[src/rolly_pkg.sv]
// shared widths, sizes and packet formats for the two-port load/store front end
// every rtl file refers to these by scoped name, so compile this file first
package rolly_pkg;

  localparam int NUM_PORTS   = 2;
  localparam int WORD_WIDTH  = 32;
  localparam int PADDR_WIDTH = 10;
  localparam int BLOCK_WORDS = 4;
  localparam int SETS        = 16;
  localparam int FIFO_ELS    = 8;
  localparam int MEM_LATENCY = 4;

  // derived field widths
  localparam int OFFSET_WIDTH = $clog2(BLOCK_WORDS);
  localparam int INDEX_WIDTH  = $clog2(SETS);
  localparam int TAG_WIDTH    = PADDR_WIDTH - INDEX_WIDTH - OFFSET_WIDTH;
  localparam int PTR_WIDTH    = $clog2(FIFO_ELS) + 1;
  localparam int LAT_WIDTH    = $clog2(MEM_LATENCY + 1);
  localparam int PORT_WIDTH   = $clog2(NUM_PORTS);

  typedef logic [PADDR_WIDTH-1:0]  paddr_t;
  typedef logic [WORD_WIDTH-1:0]   word_t;
  typedef logic [OFFSET_WIDTH-1:0] offset_t;
  typedef logic [INDEX_WIDTH-1:0]  index_t;
  typedef logic [TAG_WIDTH-1:0]    tag_t;
  typedef logic [PTR_WIDTH-1:0]    ptr_t;
  typedef logic [LAT_WIDTH-1:0]    lat_cnt_t;
  typedef logic [PORT_WIDTH-1:0]   port_id_t;

  typedef enum logic [0:0] {
    OP_LOAD  = 1'b0,
    OP_STORE = 1'b1
  } op_e;

  // one memory operation as it enters a port
  typedef struct packed {
    op_e    op;
    paddr_t addr;
    word_t  data;
  } dcache_pkt_s;

  // word address split for the direct-mapped cache
  typedef struct packed {
    tag_t    tag;
    index_t  index;
    offset_t offset;
  } addr_fields_s;

  typedef logic [BLOCK_WORDS-1:0][WORD_WIDTH-1:0] block_t;

  // write: word address and store word
  // read: block-aligned address, data unused
  typedef struct packed {
    logic   write;
    paddr_t addr;
    word_t  data;
  } mem_req_s;

endpackage

[src/rolly_fifo.sv]
`timescale 1ns/100ps
// per-port operation queue in front of the data cache
// entries stay until the cache retires them, so a miss can rewind the
// read pointer to the oldest uncommitted operation and replay from there
module rolly_fifo (
  input  logic                   clk_i
  , input  logic                   reset_i

  , input  rolly_pkg::dcache_pkt_s pkt_i
  , input  logic                   pkt_v_i
  , output logic                   pkt_ready_o

  , output rolly_pkg::dcache_pkt_s pkt_o
  , output logic                   pkt_v_o
  , input  logic                   pkt_yumi_i

  , input  logic                   ckpt_i
  , input  logic                   roll_i
);

  rolly_pkg::ptr_t wptr_r;
  rolly_pkg::ptr_t rptr_r;
  rolly_pkg::ptr_t cptr_r;
  rolly_pkg::ptr_t cptr_next;
  rolly_pkg::ptr_t used;
  logic            push;

  rolly_pkg::dcache_pkt_s mem_r [rolly_pkg::FIFO_ELS];

  // entries held from the checkpoint on, replayable ones included
  assign used        = wptr_r - cptr_r;
  assign pkt_ready_o = (used != rolly_pkg::ptr_t'(rolly_pkg::FIFO_ELS));
  assign push        = pkt_v_i & pkt_ready_o;

  assign pkt_v_o = (rptr_r != wptr_r);
  assign pkt_o   = mem_r[rptr_r[rolly_pkg::PTR_WIDTH-2:0]];

  assign cptr_next = cptr_r + rolly_pkg::ptr_t'(ckpt_i);

  always_ff @(posedge clk_i) begin
    if (reset_i) begin
      wptr_r <= '0;
      rptr_r <= '0;
      cptr_r <= '0;
    end else begin
      cptr_r <= cptr_next;
      if (push) begin
        wptr_r <= wptr_r + 1'b1;
      end
      // rewind to the oldest operation not yet retired
      if (roll_i) begin
        rptr_r <= cptr_next;
      end else if (pkt_yumi_i) begin
        rptr_r <= rptr_r + 1'b1;
      end
    end
  end

  always_ff @(posedge clk_i) begin
    if (push) begin
      mem_r[wptr_r[rolly_pkg::PTR_WIDTH-2:0]] <= pkt_i;
    end
  end

  // the cache holds ready low while it flags a miss
  a_no_roll_with_pop: assert property (
    @(posedge clk_i) disable iff (reset_i)
    !(roll_i && pkt_yumi_i)
  );

  // retired entries are always ones already read out
  a_ckpt_behind_read: assert property (
    @(posedge clk_i) disable iff (reset_i)
    rolly_pkg::ptr_t'(rptr_r - cptr_r) <= used
  );

endmodule

[config.mk]
export PLATFORM = sky130hd
export DESIGN_NAME = rolly_fifo
export DESIGN_NICKNAME = d
export VERILOG_FILES = /design/src/rolly_pkg.sv /design/src/rolly_fifo.sv
export SDC_FILE = /design/constraint.sdc
export NUM_CORES = 1
export LEC_CHECK = 0
export BUFFER_PORTS_ARGS = -buffer_cell sky130_fd_sc_hd__buf_2
export CAP_MARGIN = 10
export CORE_MARGIN = 2
export CORE_UTILIZATION = 50
export CTS_BUF_LIST = sky130_fd_sc_hd__clkbuf_8 sky130_fd_sc_hd__clkbuf_16
export DETAILED_ROUTE_END_ITERATION = 6
export PLACE_DENSITY = 0.69
export SLEW_MARGIN = 20
export SYNTH_ARGS = -nofsm -noshare
export SYNTH_HDL_FRONTEND = slang
export SYNTH_SLANG_ARGS = --single-unit
[constraint.sdc]
create_clock -name clk_i -period 8.2 [get_ports clk_i]
set_input_delay 0.82 -clock clk_i [delete_from_list [all_inputs] [get_ports clk_i]]
set_output_delay 0.82 -clock clk_i [all_outputs]
set_load 0.05 [all_outputs]
==> impl_results.md, run 1 <==
- Final min period: 4224 ps
- Cell area power density: 262.8 nW/um2
- Total track usage: 18.16%
- RSZ-0062 raised after global routing: no
- Dpl ws: 4355 ps
- Prevailing post-synth register cell: edfxtp_1
- Peak supply drop: 0.0001570 V
- Max Buffers Root-to-Sink: 3
- Clk_lat worst skew: 510 ps
- Post-synth EDFFs: 344
- Final wirelength: 25740 um
- Ports: 94
- Skew final: 21.43 ps
- Clk pin slew, worst setup/hold paths: 60 ps
- Die area: 28970 um2
- Crit end category: output pin
- Leakage: 5.082 nW
- Fraction of registers with async set/reset: 0%
- Layout area overhead: 14.59%
- Mapped Cells: 599
- Vias in the first global route: 6661
- Leading area contributor after synthesis: edfxtp_1
- Hold Path Class: reg -> reg
- Worst slew pin tran: 985.1 ps
- # H-tree levels: 2
- Syn nets: 655
- PostCTS Resize Cnt: 0
- Starting Density: 51.10%
- Die X-Extent: 170.2 um
- Crit path arrival time: 3400 ps
- Setup tns final: 0 ps
- Synth Register Bits: 359
- Post-CTS setup buffers: 0
- GRT overflow: 0
- Die height: 170.2 um
- Crit path required time: 7380 ps
- Fin nets: 772
- FP Rows: 60
- First-pass GRT wire length: 38950 um
- Power Internal: 0.003140 W
- Fillers: 1955
- NetSw: 0.001019 W
- Synth cell types: 41
- HPWL after DPL: 13880 um
- Slew Limit Fails: 0
- WL/cell: 23.72 um
- Number of setup violations in the final report: 0
- Synth area leaders: edfxtp_1, mux4_2, mux2_2
- Sequential power share: 50.9%
- Core ar.: 27030 um2
- Largest net degree at the start of global routing: 77
- Final non-filler cell total: 1085
- Register area share after synthesis: 76.97%
- Run status: complete, no violations
- Initial antenna violation count: 3
- Root Buffer: clkbuf_16
- Syn Area/Cell: 23.06 um2
- Top-area cell type share of the netlist area: 74.80%
- Vias: 6291
- Worst Setup Slack, final: 3976 ps
- Crit path launch type: flop
- GPL Wtd Cong: 0.7356
- Clock power frac: 36.4%
- Setup CP Type: reg -> out
- IO Port Bufs: 93
- Achievable Freq: 0.2367 GHz
- Final worst path period share: 51.52%
- Max_cap viols: 0
- Worst relative slew slack: 34.21%
- Num CTS Buffers: 37
- Post-synthesis instance area: 13810 um2
- Final number of hold-violating endpoints: 0
- CTS sink count: 359
- # hold bufs at CTS: 0
- Post-route ant nets: 0
- Most frequent cells in the layout: edfxtp_1, buf_2, mux4_2, mux2_2, clkbuf_16
- Critical path peak fanout: 47
- DRC errors left: 0
- CTS tree: yes
- Power share of the combinational group: 12.7%
- Post-DR vias/cell: 5.798
- 1st-iter DRT viols: 459
- Commonest non-fill, non-tap cell in the layout: edfxtp_1
- Drt first pass iters: 7
- Switching share of power: 24.50%
- Share of layout cells above drive strength 1: 41.03%
- Syn. warnings: 0
- Count of placed standard cells including taps: 1017
## cell usage after synthesis, drive strengths merged (5+ instances only)
cell,number
dfxtp,15
ha,7
buf,19
a21oi,5
mux4,86
xnor2,10
edfxtp,344
nand2,7
clkbuf,12
mux2,43
nor2,10
inv,6
## final timing paths
kind / start / end / slack [ps] / cells after the start
worst max-delay path: flop / pkt_o[17] / 3980 / 4
worst min-delay path: wptr_r[3] / wptr_r[3] / 550 / 2
worst max register to register: wptr_r[2] / mem_r[4][35] / 4550 / 7
worst min register to register: wptr_r[3] / wptr_r[3] / 550 / 2
## registers in the layout, indices dropped and copies added, names as in the netlist, named ones only
name,cells
cptr_r,4
mem_r,344
rptr_r,4
wptr_r,4
## through the flow
stage          hold WS, ps  power (W)  cell area [um2]  util [%]
2_1_floorplan        494.9   0.002552            13810         -
3_3_place_gp         525.3   0.002678            14690     54.35
3_5_place_dp         538.6   0.002693            14690     54.35
4_1_cts              552.3   0.004201            15790     58.43
5_1_grt              573.5   0.004304            15820     58.53
6_report             547.2   0.004158            15830     58.56
## cells by family after synthesis
logic type	share of synthesized area (%)
fa+ha+maj	0.6341
compound gates	0.7610
mux	17.60
simple gates	1.721
flops	76.97
buf+inv	1.549
xor+xnor	0.7610
## metal layers
| layer | GRT usage, % | up-vias | part of all wire (%) |
|---|---|---|---|
| li1 | - | 2741 | - |
| met1 | 24.18 | 3338 | 41 |
| met2 | 31.02 | 173 | 51 |
| met3 | 3.837 | 39 | 5.9 |
| met4 | 4.311 | 0 | 2.0 |
| met5 | 0 | - | 0 |
## worst max-delay path: stages (launching register included)
cell     delay [ps]
dfxtp_4         950
buf_4           780
mux4_2          600
mux2_2          280
buf_2           220
## power by group through the flow
stage          Sequential, W  Clock (W)  Combinational [W]
3_5_place_dp         0.00216          0           0.000535
4_1_cts              0.00212    0.00154           0.000537
5_1_grt              0.00212    0.00162           0.000562
3_3_place_gp         0.00215          0           0.000526
6_report             0.00212    0.00151           0.000529
2_1_floorplan        0.00214          0           0.000417
## layout make-up
type	count	area (um2)	share of cell area, %
Sequential cell	359	10640	67.23
Multi-Input combinational cell	203	3022	19.09
Clock buffer	38	950.9	6.009
Timing Repair Buffer	109	605.6	3.827
Tap cell	341	426.7	2.696
Clock inverter	26	151.4	0.9567
Inverter	6	22.52	0.1423
Antenna cell	3	7.507	0.04744
No activity file was read; power rests on OpenSTA's default activity.
==> run 2: changes to the inputs <==
==> constraint.sdc (replaced) <==
create_clock -name clk_i -period 4.1 [get_ports clk_i]
set_input_delay 0.41 -clock clk_i [delete_from_list [all_inputs] [get_ports clk_i]]
set_output_delay 0.41 -clock clk_i [all_outputs]
set_load 0.05 [all_outputs]
==> run 2 against run 1 <==
Non-clock buffer count increased by 5. Clock power grew 140%. Routed wire length grew 0.26%. Worst hold slack worse by 400 ps. Critical path depth is 3 higher. Largest power group unchanged.
==> impl_results.md, run 2 (synthesis results as in run 1) <==
- Total track usage: 18.47% (was 18.16%)
- Final non-filler cell total: 1093 (was 1085)
- RSZ-0062 raised after global routing: no (unchanged)
- FF-to-FF path depth: 8 (was 7)
- Initial antenna violation count: 3 (unchanged)
- HPWL after DPL: 15200 um (was 13880 um)
- Max Buffers Root-to-Sink: 3 (unchanged)
- Clk_lat worst skew: 530 ps (was 510 ps)
- Worst relative slew slack: 27.85% (was 34.21%)
- Cell area power density: 550.4 nW/um2 (was 262.8 nW/um2)
- Crit end category: output pin (unchanged)
- Count of placed standard cells including taps: 1023 (was 1017)
- Post-CTS setup buffers: 0 (unchanged)
- CP Capture Point: pkt_ready_o (was pkt_o[17])
- Ports: 94 (unchanged)
- RR Endpoint: mem_r[5][18] (was mem_r[4][35])
- WL/cell: 23.61 um (was 23.72 um)
- Share of layout cells above drive strength 1: 42.32% (was 41.03%)
- Slew Limit Fails: 0 (unchanged)
- Worst slew pin tran: 1082 ps (was 985.1 ps)
- Crit path arrival time: 2990 ps (was 3400 ps)
- PostCTS Resize Cnt: 0 (unchanged)
- CP max-delay cell: dfxtp_1 (was dfxtp_4)
- Die height: 170.2 um (unchanged)
- Final min period: 3399 ps
- Peak supply drop: 0.0003920 V (was 0.0001570 V)
- Achievable Freq: 0.2942 GHz
- Core ar.: 27030 um2 (unchanged)
- Hold Path Class: in -> reg (was reg -> reg)
- # hold bufs at CTS: 0 (unchanged)
- Max_cap viols: 0 (unchanged)
- Fin nets: 777 (was 772)
- 1st-iter DRT viols: 479 (was 459)
- CTS sink count: 359 (unchanged)
- Critical path's largest stage delay: 720 ps (was 950 ps)
- Skew final: 17.67 ps (was 21.43 ps)
- Final hold slack: 147.7 ps (was 547.2 ps)
- CTS tree: yes (unchanged)
- Reg2reg start: wptr_r[2] (unchanged)
- Post-DR vias/cell: 5.736 (was 5.798)
- Overall Power: 0.008863 W (was 0.004158 W)
- Final number of hold-violating endpoints: 0 (unchanged)
- Drt first pass iters: 5 (was 7)
- Setup tns final: 0 ps (unchanged)
- Final wirelength: 25800 um (was 25740 um)
- Max reg flops: 344 (unchanged)
- Clk pin slew, worst setup/hold paths: 60 ps (about the same)
- Worst Setup Slack, final: 700.7 ps (was 3976 ps)
- Most frequent cells in the layout: edfxtp_1, buf_2, mux4_2, mux2_2, clkbuf_16 (unchanged)
- Final worst path period share: 82.91%
- Dpl ws: 1001 ps (was 4355 ps)
- GRT overflow: 0 (unchanged)
- Starting Density: 51.10% (unchanged)
- IO Port Bufs: 93 (unchanged)
- GPL Wtd Cong: 0.7329 (was 0.7356)
- DRC errors left: 0 (unchanged)
- Vias: 6269 (was 6291)
- CP Launch Point: wptr_r[2]
- Root Buffer: clkbuf_16 (unchanged)
- Die X-Extent: 170.2 um (unchanged)
- Post-route ant nets: 0 (unchanged)
- Layout area overhead: 16.61% (was 14.59%)
- # H-tree levels: 2 (unchanged)
- Crit-path cells: ha_1 > and3b_1 > or3_1 > a211oi_2 > buf_4 > inv_2 > buf_2 (was buf_4 > mux4_2 > mux2_2 > buf_2)
- FP Rows: 60 (unchanged)
- Largest net degree at the start of global routing: 48 (was 77)
- First-pass GRT wire length: 39830 um (was 38950 um)
- Die area: 28970 um2 (unchanged)
- Leakage: 5.223 nW (was 5.082 nW)
- Number of setup violations in the final report: 0 (unchanged)
- Setup CP Type: reg -> out (unchanged)
- Commonest non-fill, non-tap cell in the layout: edfxtp_1 (unchanged)
- Num CTS Buffers: 37 (unchanged)
- Crit path launch type: flop (unchanged)
- Setup slack, reg-to-reg: 1000 ps (was 4550 ps)
- Crit path required time: 3690 ps (was 7380 ps)
- Critical path peak fanout: 12 (was 47)
- Run status: complete, no violations (unchanged)
- Vias in the first global route: 6872 (was 6661)
run 2: routing by layer:
metal	track usage [%]	share of wire, %
met1	25.77	44
met2	29.59	49
met3	4.349	5.3
met4	5.203	1.7
met5	0	0
run 2: layout make-up:
class                           count  area, um2
Fill cell                        1887      10920
Sequential cell                   359      10640
Multi-Input combinational cell    203       3045
Clock buffer                       38      950.9
Timing Repair Buffer              114      648.1
Tap cell                          341      426.7
Clock inverter                     29      364.1
Inverter                            6      22.52
Antenna cell                        3      7.507
run 2: worst min-delay path by stage:
| stage | end | slack [ps] | cells after the start | start |
|---|---|---|---|---|
| floorplan | cptr_r[0] | 480 | 1 | reset_i |
| global placement | wptr_r[3] | 510 | 2 | wptr_r[3] |
| detailed placement | wptr_r[3] | 530 | 2 | wptr_r[3] |
| CTS | mem_r[1][34] | 130 | 1 | pkt_i[34] |
| global route | mem_r[1][34] | 150 | 1 | pkt_i[34] |
| finish | mem_r[4][2] | 150 | 1 | pkt_i[2] |
run 2: worst max-delay path, delay by kind of cell, from the launching register on:
family                   cells  cell delay (ps)
flip-flops                   1              720
AO/OA/AOI/OAI                1              220
buffers and inverters        3              540
adder cells (fa/ha/maj)      1              380
AND/OR/NAND/NOR              2              590
run 2: per-stage QoR:
step	cell area, um2	utilization [%]
2_1_floorplan	13830	-
6_report	16100	59.59
5_1_grt	16100	59.56
3_5_place_dp	14780	54.69
4_1_cts	16100	59.56
3_3_place_gp	14780	54.69
run 2: power breakdown:
group          leakage (nW)  total, W  switching (W)  internal (W)
Sequential             3.24   0.00425      0.0000858       0.00416
Combinational          1.31   0.00106       0.000678      0.000384
Clock                 0.667   0.00355        0.00135       0.00220
Total                  5.22   0.00886        0.00212       0.00675
