**config.mk**
```make
export PLATFORM = sky130hd
export DESIGN_NAME = rolly_dcache
export DESIGN_NICKNAME = d
export VERILOG_FILES = /design/src/rolly_pkg.sv /design/src/rolly_dcache.sv
export SDC_FILE = /design/constraint.sdc
export NUM_CORES = 2
export LEC_CHECK = 0
export BUFFER_PORTS_ARGS = -buffer_cell sky130_fd_sc_hd__buf_2
export CAP_MARGIN = 10
export CORE_MARGIN = 5
export CORE_UTILIZATION = 64
export CTS_BUF_LIST = sky130_fd_sc_hd__clkbuf_4
export DETAILED_ROUTE_END_ITERATION = 8
export PLACE_DENSITY = 0.81
export SLEW_MARGIN = 20
export SYNTH_ARGS = -nofsm -noshare
export SYNTH_HDL_FRONTEND = slang
export SYNTH_SLANG_ARGS = --single-unit
```
**constraint.sdc**
```tcl
create_clock -name clk_i -period 19.35 [get_ports clk_i]
set_input_delay 0 -clock clk_i [delete_from_list [all_inputs] [get_ports clk_i]]
set_output_delay 0 -clock clk_i [all_outputs]
set_load 0.05 [all_outputs]
```
**src/rolly_pkg.sv**
```systemverilog
// shared widths, sizes and packet formats for the two-port load/store front end
// every rtl file refers to these by scoped name, so compile this file first
package rolly_pkg;

  localparam int NUM_PORTS   = 2;
  localparam int WORD_WIDTH  = 32;
  localparam int PADDR_WIDTH = 10;
  localparam int BLOCK_WORDS = 4;
  localparam int SETS        = 16;
  localparam int FIFO_ELS    = 8;
  localparam int MEM_LATENCY = 4;

  // derived field widths
  localparam int OFFSET_WIDTH = $clog2(BLOCK_WORDS);
  localparam int INDEX_WIDTH  = $clog2(SETS);
  localparam int TAG_WIDTH    = PADDR_WIDTH - INDEX_WIDTH - OFFSET_WIDTH;
  localparam int PTR_WIDTH    = $clog2(FIFO_ELS) + 1;
  localparam int LAT_WIDTH    = $clog2(MEM_LATENCY + 1);
  localparam int PORT_WIDTH   = $clog2(NUM_PORTS);

  typedef logic [PADDR_WIDTH-1:0]  paddr_t;
  typedef logic [WORD_WIDTH-1:0]   word_t;
  typedef logic [OFFSET_WIDTH-1:0] offset_t;
  typedef logic [INDEX_WIDTH-1:0]  index_t;
  typedef logic [TAG_WIDTH-1:0]    tag_t;
  typedef logic [PTR_WIDTH-1:0]    ptr_t;
  typedef logic [LAT_WIDTH-1:0]    lat_cnt_t;
  typedef logic [PORT_WIDTH-1:0]   port_id_t;

  typedef enum logic [0:0] {
    OP_LOAD  = 1'b0,
    OP_STORE = 1'b1
  } op_e;

  // one memory operation as it enters a port
  typedef struct packed {
    op_e    op;
    paddr_t addr;
    word_t  data;
  } dcache_pkt_s;

  // word address split for the direct-mapped cache
  typedef struct packed {
    tag_t    tag;
    index_t  index;
    offset_t offset;
  } addr_fields_s;

  typedef logic [BLOCK_WORDS-1:0][WORD_WIDTH-1:0] block_t;

  // write: word address and store word
  // read: block-aligned address, data unused
  typedef struct packed {
    logic   write;
    paddr_t addr;
    word_t  data;
  } mem_req_s;

endpackage

```
**src/rolly_dcache.sv**
```systemverilog
`timescale 1ns/100ps
// two-stage blocking data cache, direct-mapped and write-through
// stage 1 reads the arrays, stage 2 checks the tag and completes the operation
// a load miss flags miss_o, drops the pipeline and waits for the block fill
module rolly_dcache (
  input  logic                   clk_i
  , input  logic                   reset_i

  , input  rolly_pkg::dcache_pkt_s pkt_i
  , input  logic                   pkt_v_i
  , output logic                   ready_o

  , output logic                   load_v_o
  , output rolly_pkg::word_t       load_data_o
  , output logic                   retire_o
  , output logic                   miss_o

  , output rolly_pkg::mem_req_s    mem_req_o
  , output logic                   mem_req_v_o
  , input  logic                   mem_req_ready_i

  , input  logic                   mem_resp_v_i
  , input  rolly_pkg::block_t      mem_resp_data_i
);

  typedef enum logic [1:0] {
    S_RUN,
    S_FILL_REQ,
    S_FILL_WAIT
  } state_e;

  state_e state_r;

  logic [rolly_pkg::SETS-1:0] valid_r;
  rolly_pkg::tag_t            tag_r  [rolly_pkg::SETS];
  rolly_pkg::block_t          data_r [rolly_pkg::SETS];

  logic                    s1_v_r;
  rolly_pkg::dcache_pkt_s  s1_pkt_r;
  rolly_pkg::addr_fields_s s1_addr;

  logic                    s2_v_r;
  rolly_pkg::dcache_pkt_s  s2_pkt_r;
  rolly_pkg::addr_fields_s s2_addr;
  logic                    s2_valid_r;
  rolly_pkg::tag_t         s2_tag_r;
  rolly_pkg::block_t       s2_block_r;

  logic s2_hit;
  logic s2_load;
  logic s2_store;
  logic s2_done;
  logic advance;
  logic store_wr;

  rolly_pkg::block_t       store_block;
  rolly_pkg::paddr_t       fill_addr_r;
  rolly_pkg::addr_fields_s fill_addr;

  assign s1_addr   = rolly_pkg::addr_fields_s'(s1_pkt_r.addr);
  assign s2_addr   = rolly_pkg::addr_fields_s'(s2_pkt_r.addr);
  assign fill_addr = rolly_pkg::addr_fields_s'(fill_addr_r);

  assign s2_hit   = s2_valid_r && (s2_tag_r == s2_addr.tag);
  assign s2_load  = s2_v_r && (s2_pkt_r.op == rolly_pkg::OP_LOAD);
  assign s2_store = s2_v_r && (s2_pkt_r.op == rolly_pkg::OP_STORE);

  // stores hold stage 2 until the write-through is taken
  assign s2_done  = !s2_v_r || (s2_load && s2_hit) || (s2_store && mem_req_ready_i);
  assign advance  = (state_r == S_RUN) && s2_done;
  assign ready_o  = advance;

  assign miss_o      = (state_r == S_RUN) && s2_load && !s2_hit;
  assign load_v_o    = (state_r == S_RUN) && s2_load && s2_hit;
  assign load_data_o = s2_block_r[s2_addr.offset];
  assign retire_o    = load_v_o || (s2_store && mem_req_ready_i);

  // no allocate on a store miss
  assign store_wr = s2_store && mem_req_ready_i && s2_hit;

  always_comb begin
    store_block = s2_block_r;
    store_block[s2_addr.offset] = s2_pkt_r.data;
  end

  always_comb begin
    mem_req_v_o = s2_store || (state_r == S_FILL_REQ);
    if (state_r == S_FILL_REQ) begin
      mem_req_o.write = 1'b0;
      mem_req_o.addr  = {fill_addr.tag, fill_addr.index, rolly_pkg::offset_t'(0)};
      mem_req_o.data  = '0;
    end else begin
      mem_req_o.write = 1'b1;
      mem_req_o.addr  = s2_pkt_r.addr;
      mem_req_o.data  = s2_pkt_r.data;
    end
  end

  always_ff @(posedge clk_i) begin
    if (reset_i) begin
      state_r <= S_RUN;
      s1_v_r  <= 1'b0;
      s2_v_r  <= 1'b0;
      valid_r <= '0;
    end else begin
      case (state_r)
        S_RUN: begin
          if (miss_o) begin
            // poison both stages so the fifo replays them
            state_r <= S_FILL_REQ;
            s1_v_r  <= 1'b0;
            s2_v_r  <= 1'b0;
          end else if (advance) begin
            s1_v_r <= pkt_v_i;
            s2_v_r <= s1_v_r;
          end
        end
        S_FILL_REQ: begin
          if (mem_req_ready_i) begin
            state_r <= S_FILL_WAIT;
          end
        end
        default: begin
          if (mem_resp_v_i) begin
            state_r <= S_RUN;
            valid_r[fill_addr.index] <= 1'b1;
          end
        end
      endcase
    end
  end

  always_ff @(posedge clk_i) begin
    if (advance) begin
      s1_pkt_r   <= pkt_i;
      s2_pkt_r   <= s1_pkt_r;
      s2_valid_r <= valid_r[s1_addr.index];
      s2_tag_r   <= tag_r[s1_addr.index];
      // forward a store hit to the same set
      if (store_wr && (s2_addr.index == s1_addr.index)) begin
        s2_block_r <= store_block;
      end else begin
        s2_block_r <= data_r[s1_addr.index];
      end
    end
    if (miss_o) begin
      fill_addr_r <= s2_pkt_r.addr;
    end
    if (store_wr) begin
      data_r[s2_addr.index] <= store_block;
    end else if ((state_r == S_FILL_WAIT) && mem_resp_v_i) begin
      tag_r[fill_addr.index]  <= fill_addr.tag;
      data_r[fill_addr.index] <= mem_resp_data_i;
    end
  end

  // the memory end only answers fill reads
  a_resp_in_fill_wait: assert property (
    @(posedge clk_i) disable iff (reset_i)
    mem_resp_v_i |-> (state_r == S_FILL_WAIT)
  );

  // a request waiting for the memory end keeps its contents
  a_req_held: assert property (
    @(posedge clk_i) disable iff (reset_i)
    (mem_req_v_o && !mem_req_ready_i) |=> (mem_req_v_o && $stable(mem_req_o))
  );

endmodule

```
==> metrics.txt <==
# TYPE chip_impl_metric gauge
chip_impl_metric{name="timing.final.crit_period",unit="ns"} 6.11
chip_impl_metric{name="slew-limit-headroom",unit=""} 0.193
chip_impl_metric{name="ys_seq_area_frac",unit=""} 0.759
chip_impl_info{name="cts-root-buf",value="sky130_fd_sc_hd__clkbuf_4"} 1
chip_impl_metric{name="grt_max_degree",unit=""} 156
chip_impl_metric{name="numPortBuffers",unit=""} 255
chip_impl_metric{name="netlist-cell-type-count",unit=""} 43
chip_impl_info{name="tritoncts_clock_tree",value="yes"} 1
chip_impl_metric{name="regArea",unit="sq mm"} 0.0706
chip_impl_metric{name="met3_wirelength",unit="um"} 38400
chip_impl_metric{name="clk_path_buf_depth",unit=""} 4
chip_impl_metric{name="ios",unit=""} 256
chip_impl_metric{name="cts-htree-levels",unit=""} 6
chip_impl_metric{name="vdd.ir_drop.worst",unit="uV"} 150
chip_impl_metric{name="finalWorstSetupSlack",unit="ns"} 13.24
chip_impl_metric{name="maxClockFrequency",unit="MHz"} 164
chip_impl_metric{name="pre_cts_ws",unit="ns"} 13.06
chip_impl_metric{name="total_leakage_power",unit="uW"} 0.0377
chip_impl_metric{name="detailroute.via_count",unit=""} 51900
chip_impl_metric{name="skew",unit="ns"} 0.128
chip_impl_metric{name="timing_max_transition_violations_final",unit=""} 0
chip_impl_metric{name="synth_enable_flop_cells",unit=""} 2339
chip_impl_metric{name="place.gp.congestion",unit=""} 0.828
chip_impl_metric{name="fin_tns_setup",unit="ns"} 0
chip_impl_metric{name="met2WireLength",unit="um"} 122000
chip_impl_metric{name="wire_length_of_the_first_global_routing_pass",unit="um"} 372000
chip_impl_metric{name="synthesis.instances",unit=""} 4271
chip_impl_info{name="path_class",value="reg -> reg"} 1
chip_impl_metric{name="avgSynthCellArea",unit="sq um"} 21.8
chip_impl_metric{name="drt-met1-wl",unit="um"} 83200
chip_impl_metric{name="asyncSetResetFlopFracSynth",unit=""} 0
chip_impl_info{name="setup_repair_after_global_routing_missed_its_margin",value="no"} 1
chip_impl_metric{name="first_global_vias",unit=""} 53900
chip_impl_metric{name="stdcell_count",unit=""} 7657
chip_impl_metric{name="placementRows",unit=""} 140
chip_impl_metric{name="numPlacedInstances",unit=""} 6279
chip_impl_metric{name="max_cap_viol_count",unit=""} 0
chip_impl_metric{name="totalWireLength",unit="um"} 260000
chip_impl_metric{name="syn2layout_area_growth",unit="%"} 15.5
chip_impl_metric{name="powerDensity",unit="mW/mm^2"} 149
chip_impl_metric{name="detailedPlacementHpwl",unit="um"} 131000
chip_impl_metric{name="period_share",unit=""} 0.316
chip_impl_metric{name="final_layout_size_suffix_gt1_frac",unit=""} 0.339
chip_impl_metric{name="path_max_fanout",unit=""} 50
chip_impl_metric{name="post-route-drc-count",unit=""} 0
chip_impl_metric{name="dr.first_iter.drc_count",unit=""} 7087
chip_impl_metric{name="cts_resized",unit=""} 0
chip_impl_metric{name="mapped_nets",unit=""} 4447
chip_impl_metric{name="multi_input_comb_area",unit="sq mm"} 0.0204
chip_impl_metric{name="cts_num_sinks",unit=""} 2359
chip_impl_metric{name="synth_area",unit="sq mm"} 0.0931
chip_impl_metric{name="die_area",unit="sq mm"} 0.153
chip_impl_metric{name="core_region_area",unit="sq mm"} 0.145
chip_impl_info{name="outcome",value="complete, no violations"} 1
chip_impl_info{name="synth_top_cells_by_area",value="sky130_fd_sc_hd__edfxtp_1, sky130_fd_sc_hd__mux4_2, sky130_fd_sc_hd__mux2i_1, sky130_fd_sc_hd__mux2_2, sky130_fd_sc_hd__a221oi_1"} 1
chip_impl_metric{name="wl_per_cell",unit="um"} 33.9
chip_impl_metric{name="cp.arrival",unit="ns"} 7.09
chip_impl_metric{name="number_of_warning_messages_in_the_yosys_log",unit=""} 0
chip_impl_metric{name="die_w",unit="um"} 391
chip_impl_metric{name="vias_per_cell",unit=""} 6.78
chip_impl_info{name="hold_path.class",value="in -> reg"} 1
chip_impl_info{name="endpoint_kind",value="flip-flop"} 1
chip_impl_metric{name="antenna_found_initial",unit=""} 22
chip_impl_metric{name="cts_buffers",unit=""} 588
chip_impl_metric{name="initial_core_util",unit=""} 0.642
chip_impl_metric{name="postSynthRegisterBits",unit=""} 2359
chip_impl_info{name="setup.worst_path.start_class",value="flip-flop"} 1
chip_impl_metric{name="global_route.overflow_total",unit=""} 0
chip_impl_metric{name="detail_route.first_pass.iterations",unit=""} 6
chip_impl_metric{name="synth_top_area_share",unit=""} 0.755
chip_impl_metric{name="antenna_nets_post_route",unit=""} 0
chip_impl_metric{name="clock_transition_at_the_registers_of_the_reported_paths",unit="ns"} 0.08
chip_impl_info{name="dr.max_layer_used",value="met5"} 1
chip_impl_metric{name="worst_slew_pin_slew",unit="ns"} 1.21
chip_impl_metric{name="critical_path_required",unit="ns"} 20.33
chip_impl_metric{name="die_height",unit="um"} 391
chip_impl_info{name="synth-main-ff-cell",value="sky130_fd_sc_hd__edfxtp_1"} 1
chip_impl_metric{name="nFillCells",unit=""} 7716
chip_impl_metric{name="worst_skew_pair.late_latency",unit="ns"} 1.32
chip_impl_metric{name="post_layout_net_count",unit=""} 5519
chip_impl_metric{name="setup-violations-final",unit=""} 0
chip_impl_info{name="synth_area_leader_cell",value="sky130_fd_sc_hd__edfxtp_1"} 1
chip_impl_metric{name="global_route.usage.total",unit=""} 0.344
chip_impl_metric{name="finalHoldViolations",unit=""} 0
[routing by layer]
| metal | up-vias | track usage |
|---|---|---|
| li1 | 20300 | - |
| met1 | 26100 | 0.443 |
| met2 | 4665 | 0.525 |
| met3 | 833 | 0.112 |
| met4 | 6 | 0.199 |
| met5 | - | 0 |
[timing repair]
item,CTS,global route
buffers inserted,0,0
endpoints found under the hold margin,2478,0
hold buffers,391,0
[layout by cell type (no fill, tap or decap), types with 10 or more instances in the layout]
cell type                       netlist  layout
sky130_fd_sc_hd__inv_2                0      15
sky130_fd_sc_hd__mux2i_1            257     257
sky130_fd_sc_hd__nand2_1             11      10
sky130_fd_sc_hd__edfxtp_1          2339    2339
sky130_fd_sc_hd__clkbuf_4             0     832
sky130_fd_sc_hd__buf_2               97     255
sky130_fd_sc_hd__mux4_2             569     569
sky130_fd_sc_hd__dfxtp_1             20      20
sky130_fd_sc_hd__clkinv_1             0      91
sky130_fd_sc_hd__inv_1              264     264
sky130_fd_sc_hd__a22o_1             128     128
sky130_fd_sc_hd__and2_1              38      37
sky130_fd_sc_hd__nor2_1              53      35
sky130_fd_sc_hd__diode_2              0      29
sky130_fd_sc_hd__mux2_2             138     138
sky130_fd_sc_hd__nor2_4               0      18
sky130_fd_sc_hd__a221oi_1           128     128
sky130_fd_sc_hd__buf_4               11      61
sky130_fd_sc_hd__dlygate4sd3_1        0     391
sky130_fd_sc_hd__buf_12               0      15
sky130_fd_sc_hd__a21oi_1             19      18
[through the flow]
stage,power [uW],instance area [sq um],hold WS (ns),util
global route,16600,107000,0.0660,0.740
detailed placement,11900,96500,0.178,0.665
floorplan,10400,93100,0.0897,-
finish,16000,107000,0.123,0.741
CTS,15900,107000,0.00506,0.740
global placement,11700,96500,0.177,0.665
[cell type report]
| cell class | count | share of cell area |
|---|---|---|
| clock inverters | 126 | 0.00660 |
| diodes | 29 | 0.000675 |
| well taps | 1917 | 0.0223 |
| multi-input cells | 1408 | 0.190 |
| repair buffers | 722 | 0.0554 |
| inverters | 264 | 0.00922 |
| clock buffers | 832 | 0.0581 |
| flip-flops and latches | 2359 | 0.657 |
[final timing paths]
kind	startpoint	slack, ns	end	cells past startpoint
setup / recovery	s1_addr[2]$_DFFE_PP_	13.24	s2_block_r[84]$_DFFE_PP_	9
hold / removal	mem_resp_data_i[110]	0.12	s2_block_r[110]$_DFFE_PP_	5
setup reg to reg	s1_addr[2]$_DFFE_PP_	13.24	s2_block_r[84]$_DFFE_PP_	9
hold reg to reg	s1_pkt_r[3]$_DFFE_PP_	0.39	s2_pkt_r[3]$_DFFE_PP_	0
[cell usage after synthesis, types with 9 or more instances]
library cell               count
sky130_fd_sc_hd__dfxtp_1      20
sky130_fd_sc_hd__a22o_1      128
sky130_fd_sc_hd__buf_1        17
sky130_fd_sc_hd__buf_2        97
sky130_fd_sc_hd__nand2_1      11
sky130_fd_sc_hd__buf_6        15
sky130_fd_sc_hd__mux2i_1     257
sky130_fd_sc_hd__nor2_1       53
sky130_fd_sc_hd__buf_4        11
sky130_fd_sc_hd__mux4_2      569
sky130_fd_sc_hd__clkbuf_1     99
sky130_fd_sc_hd__mux2_2      138
sky130_fd_sc_hd__and2_1       38
sky130_fd_sc_hd__a21oi_1      19
sky130_fd_sc_hd__nor2b_1       9
sky130_fd_sc_hd__inv_1       264
sky130_fd_sc_hd__edfxtp_1   2339
sky130_fd_sc_hd__a221oi_1    128
[flip-flops by register name (all words and copies together), names as in the netlist]
register,cells
s2_tag_r,4
valid_r,16
data_r,2048
s1_addr,10
s1_pkt_r,33
s2_addr,10
tag_r,64
s2_block_r,128
s1_v_r,1
s2_v_r,1
s2_valid_r,1
state_r,2
s2_pkt_r,33
fill_addr,8
[power breakdown]
part | switching (uW) | leakage, uW | total, uW | internal [uW]
sequential | 495 | 0.0216 | 7540 | 7040
clock | 1960 | 0.00418 | 4030 | 2070
combinational | 2960 | 0.0120 | 4440 | 1480
total | 5410 | 0.0377 | 16000 | 10600
[cell families (layout without fill, tap and decap cells)]
| logic type | Yosys count | count (layout) | synth area share |
|---|---|---|---|
| compound gates | 299 | 299 | 0.0274 |
| xor+xnor | 10 | 10 | 0.000941 |
| buf+inv | 504 | 1944 | 0.0233 |
| flops | 2359 | 2359 | 0.759 |
| mux | 964 | 964 | 0.182 |
| other cells | 0 | 29 | 0 |
| simple gates | 135 | 135 | 0.00721 |
[worst max-delay path, stage by stage (launching register included)]
cell and delay [ns]:
sky130_fd_sc_hd__edfxtp_1 0.34, sky130_fd_sc_hd__buf_4 0.72, sky130_fd_sc_hd__buf_4 0.86, sky130_fd_sc_hd__buf_4 0.84
sky130_fd_sc_hd__buf_4 0.84, sky130_fd_sc_hd__buf_4 0.78, sky130_fd_sc_hd__mux4_2 0.60, sky130_fd_sc_hd__a22o_1 0.25
sky130_fd_sc_hd__a221oi_1 0.26, sky130_fd_sc_hd__mux2i_1 0.15
No activity file was read; power rests on OpenSTA's default activity.
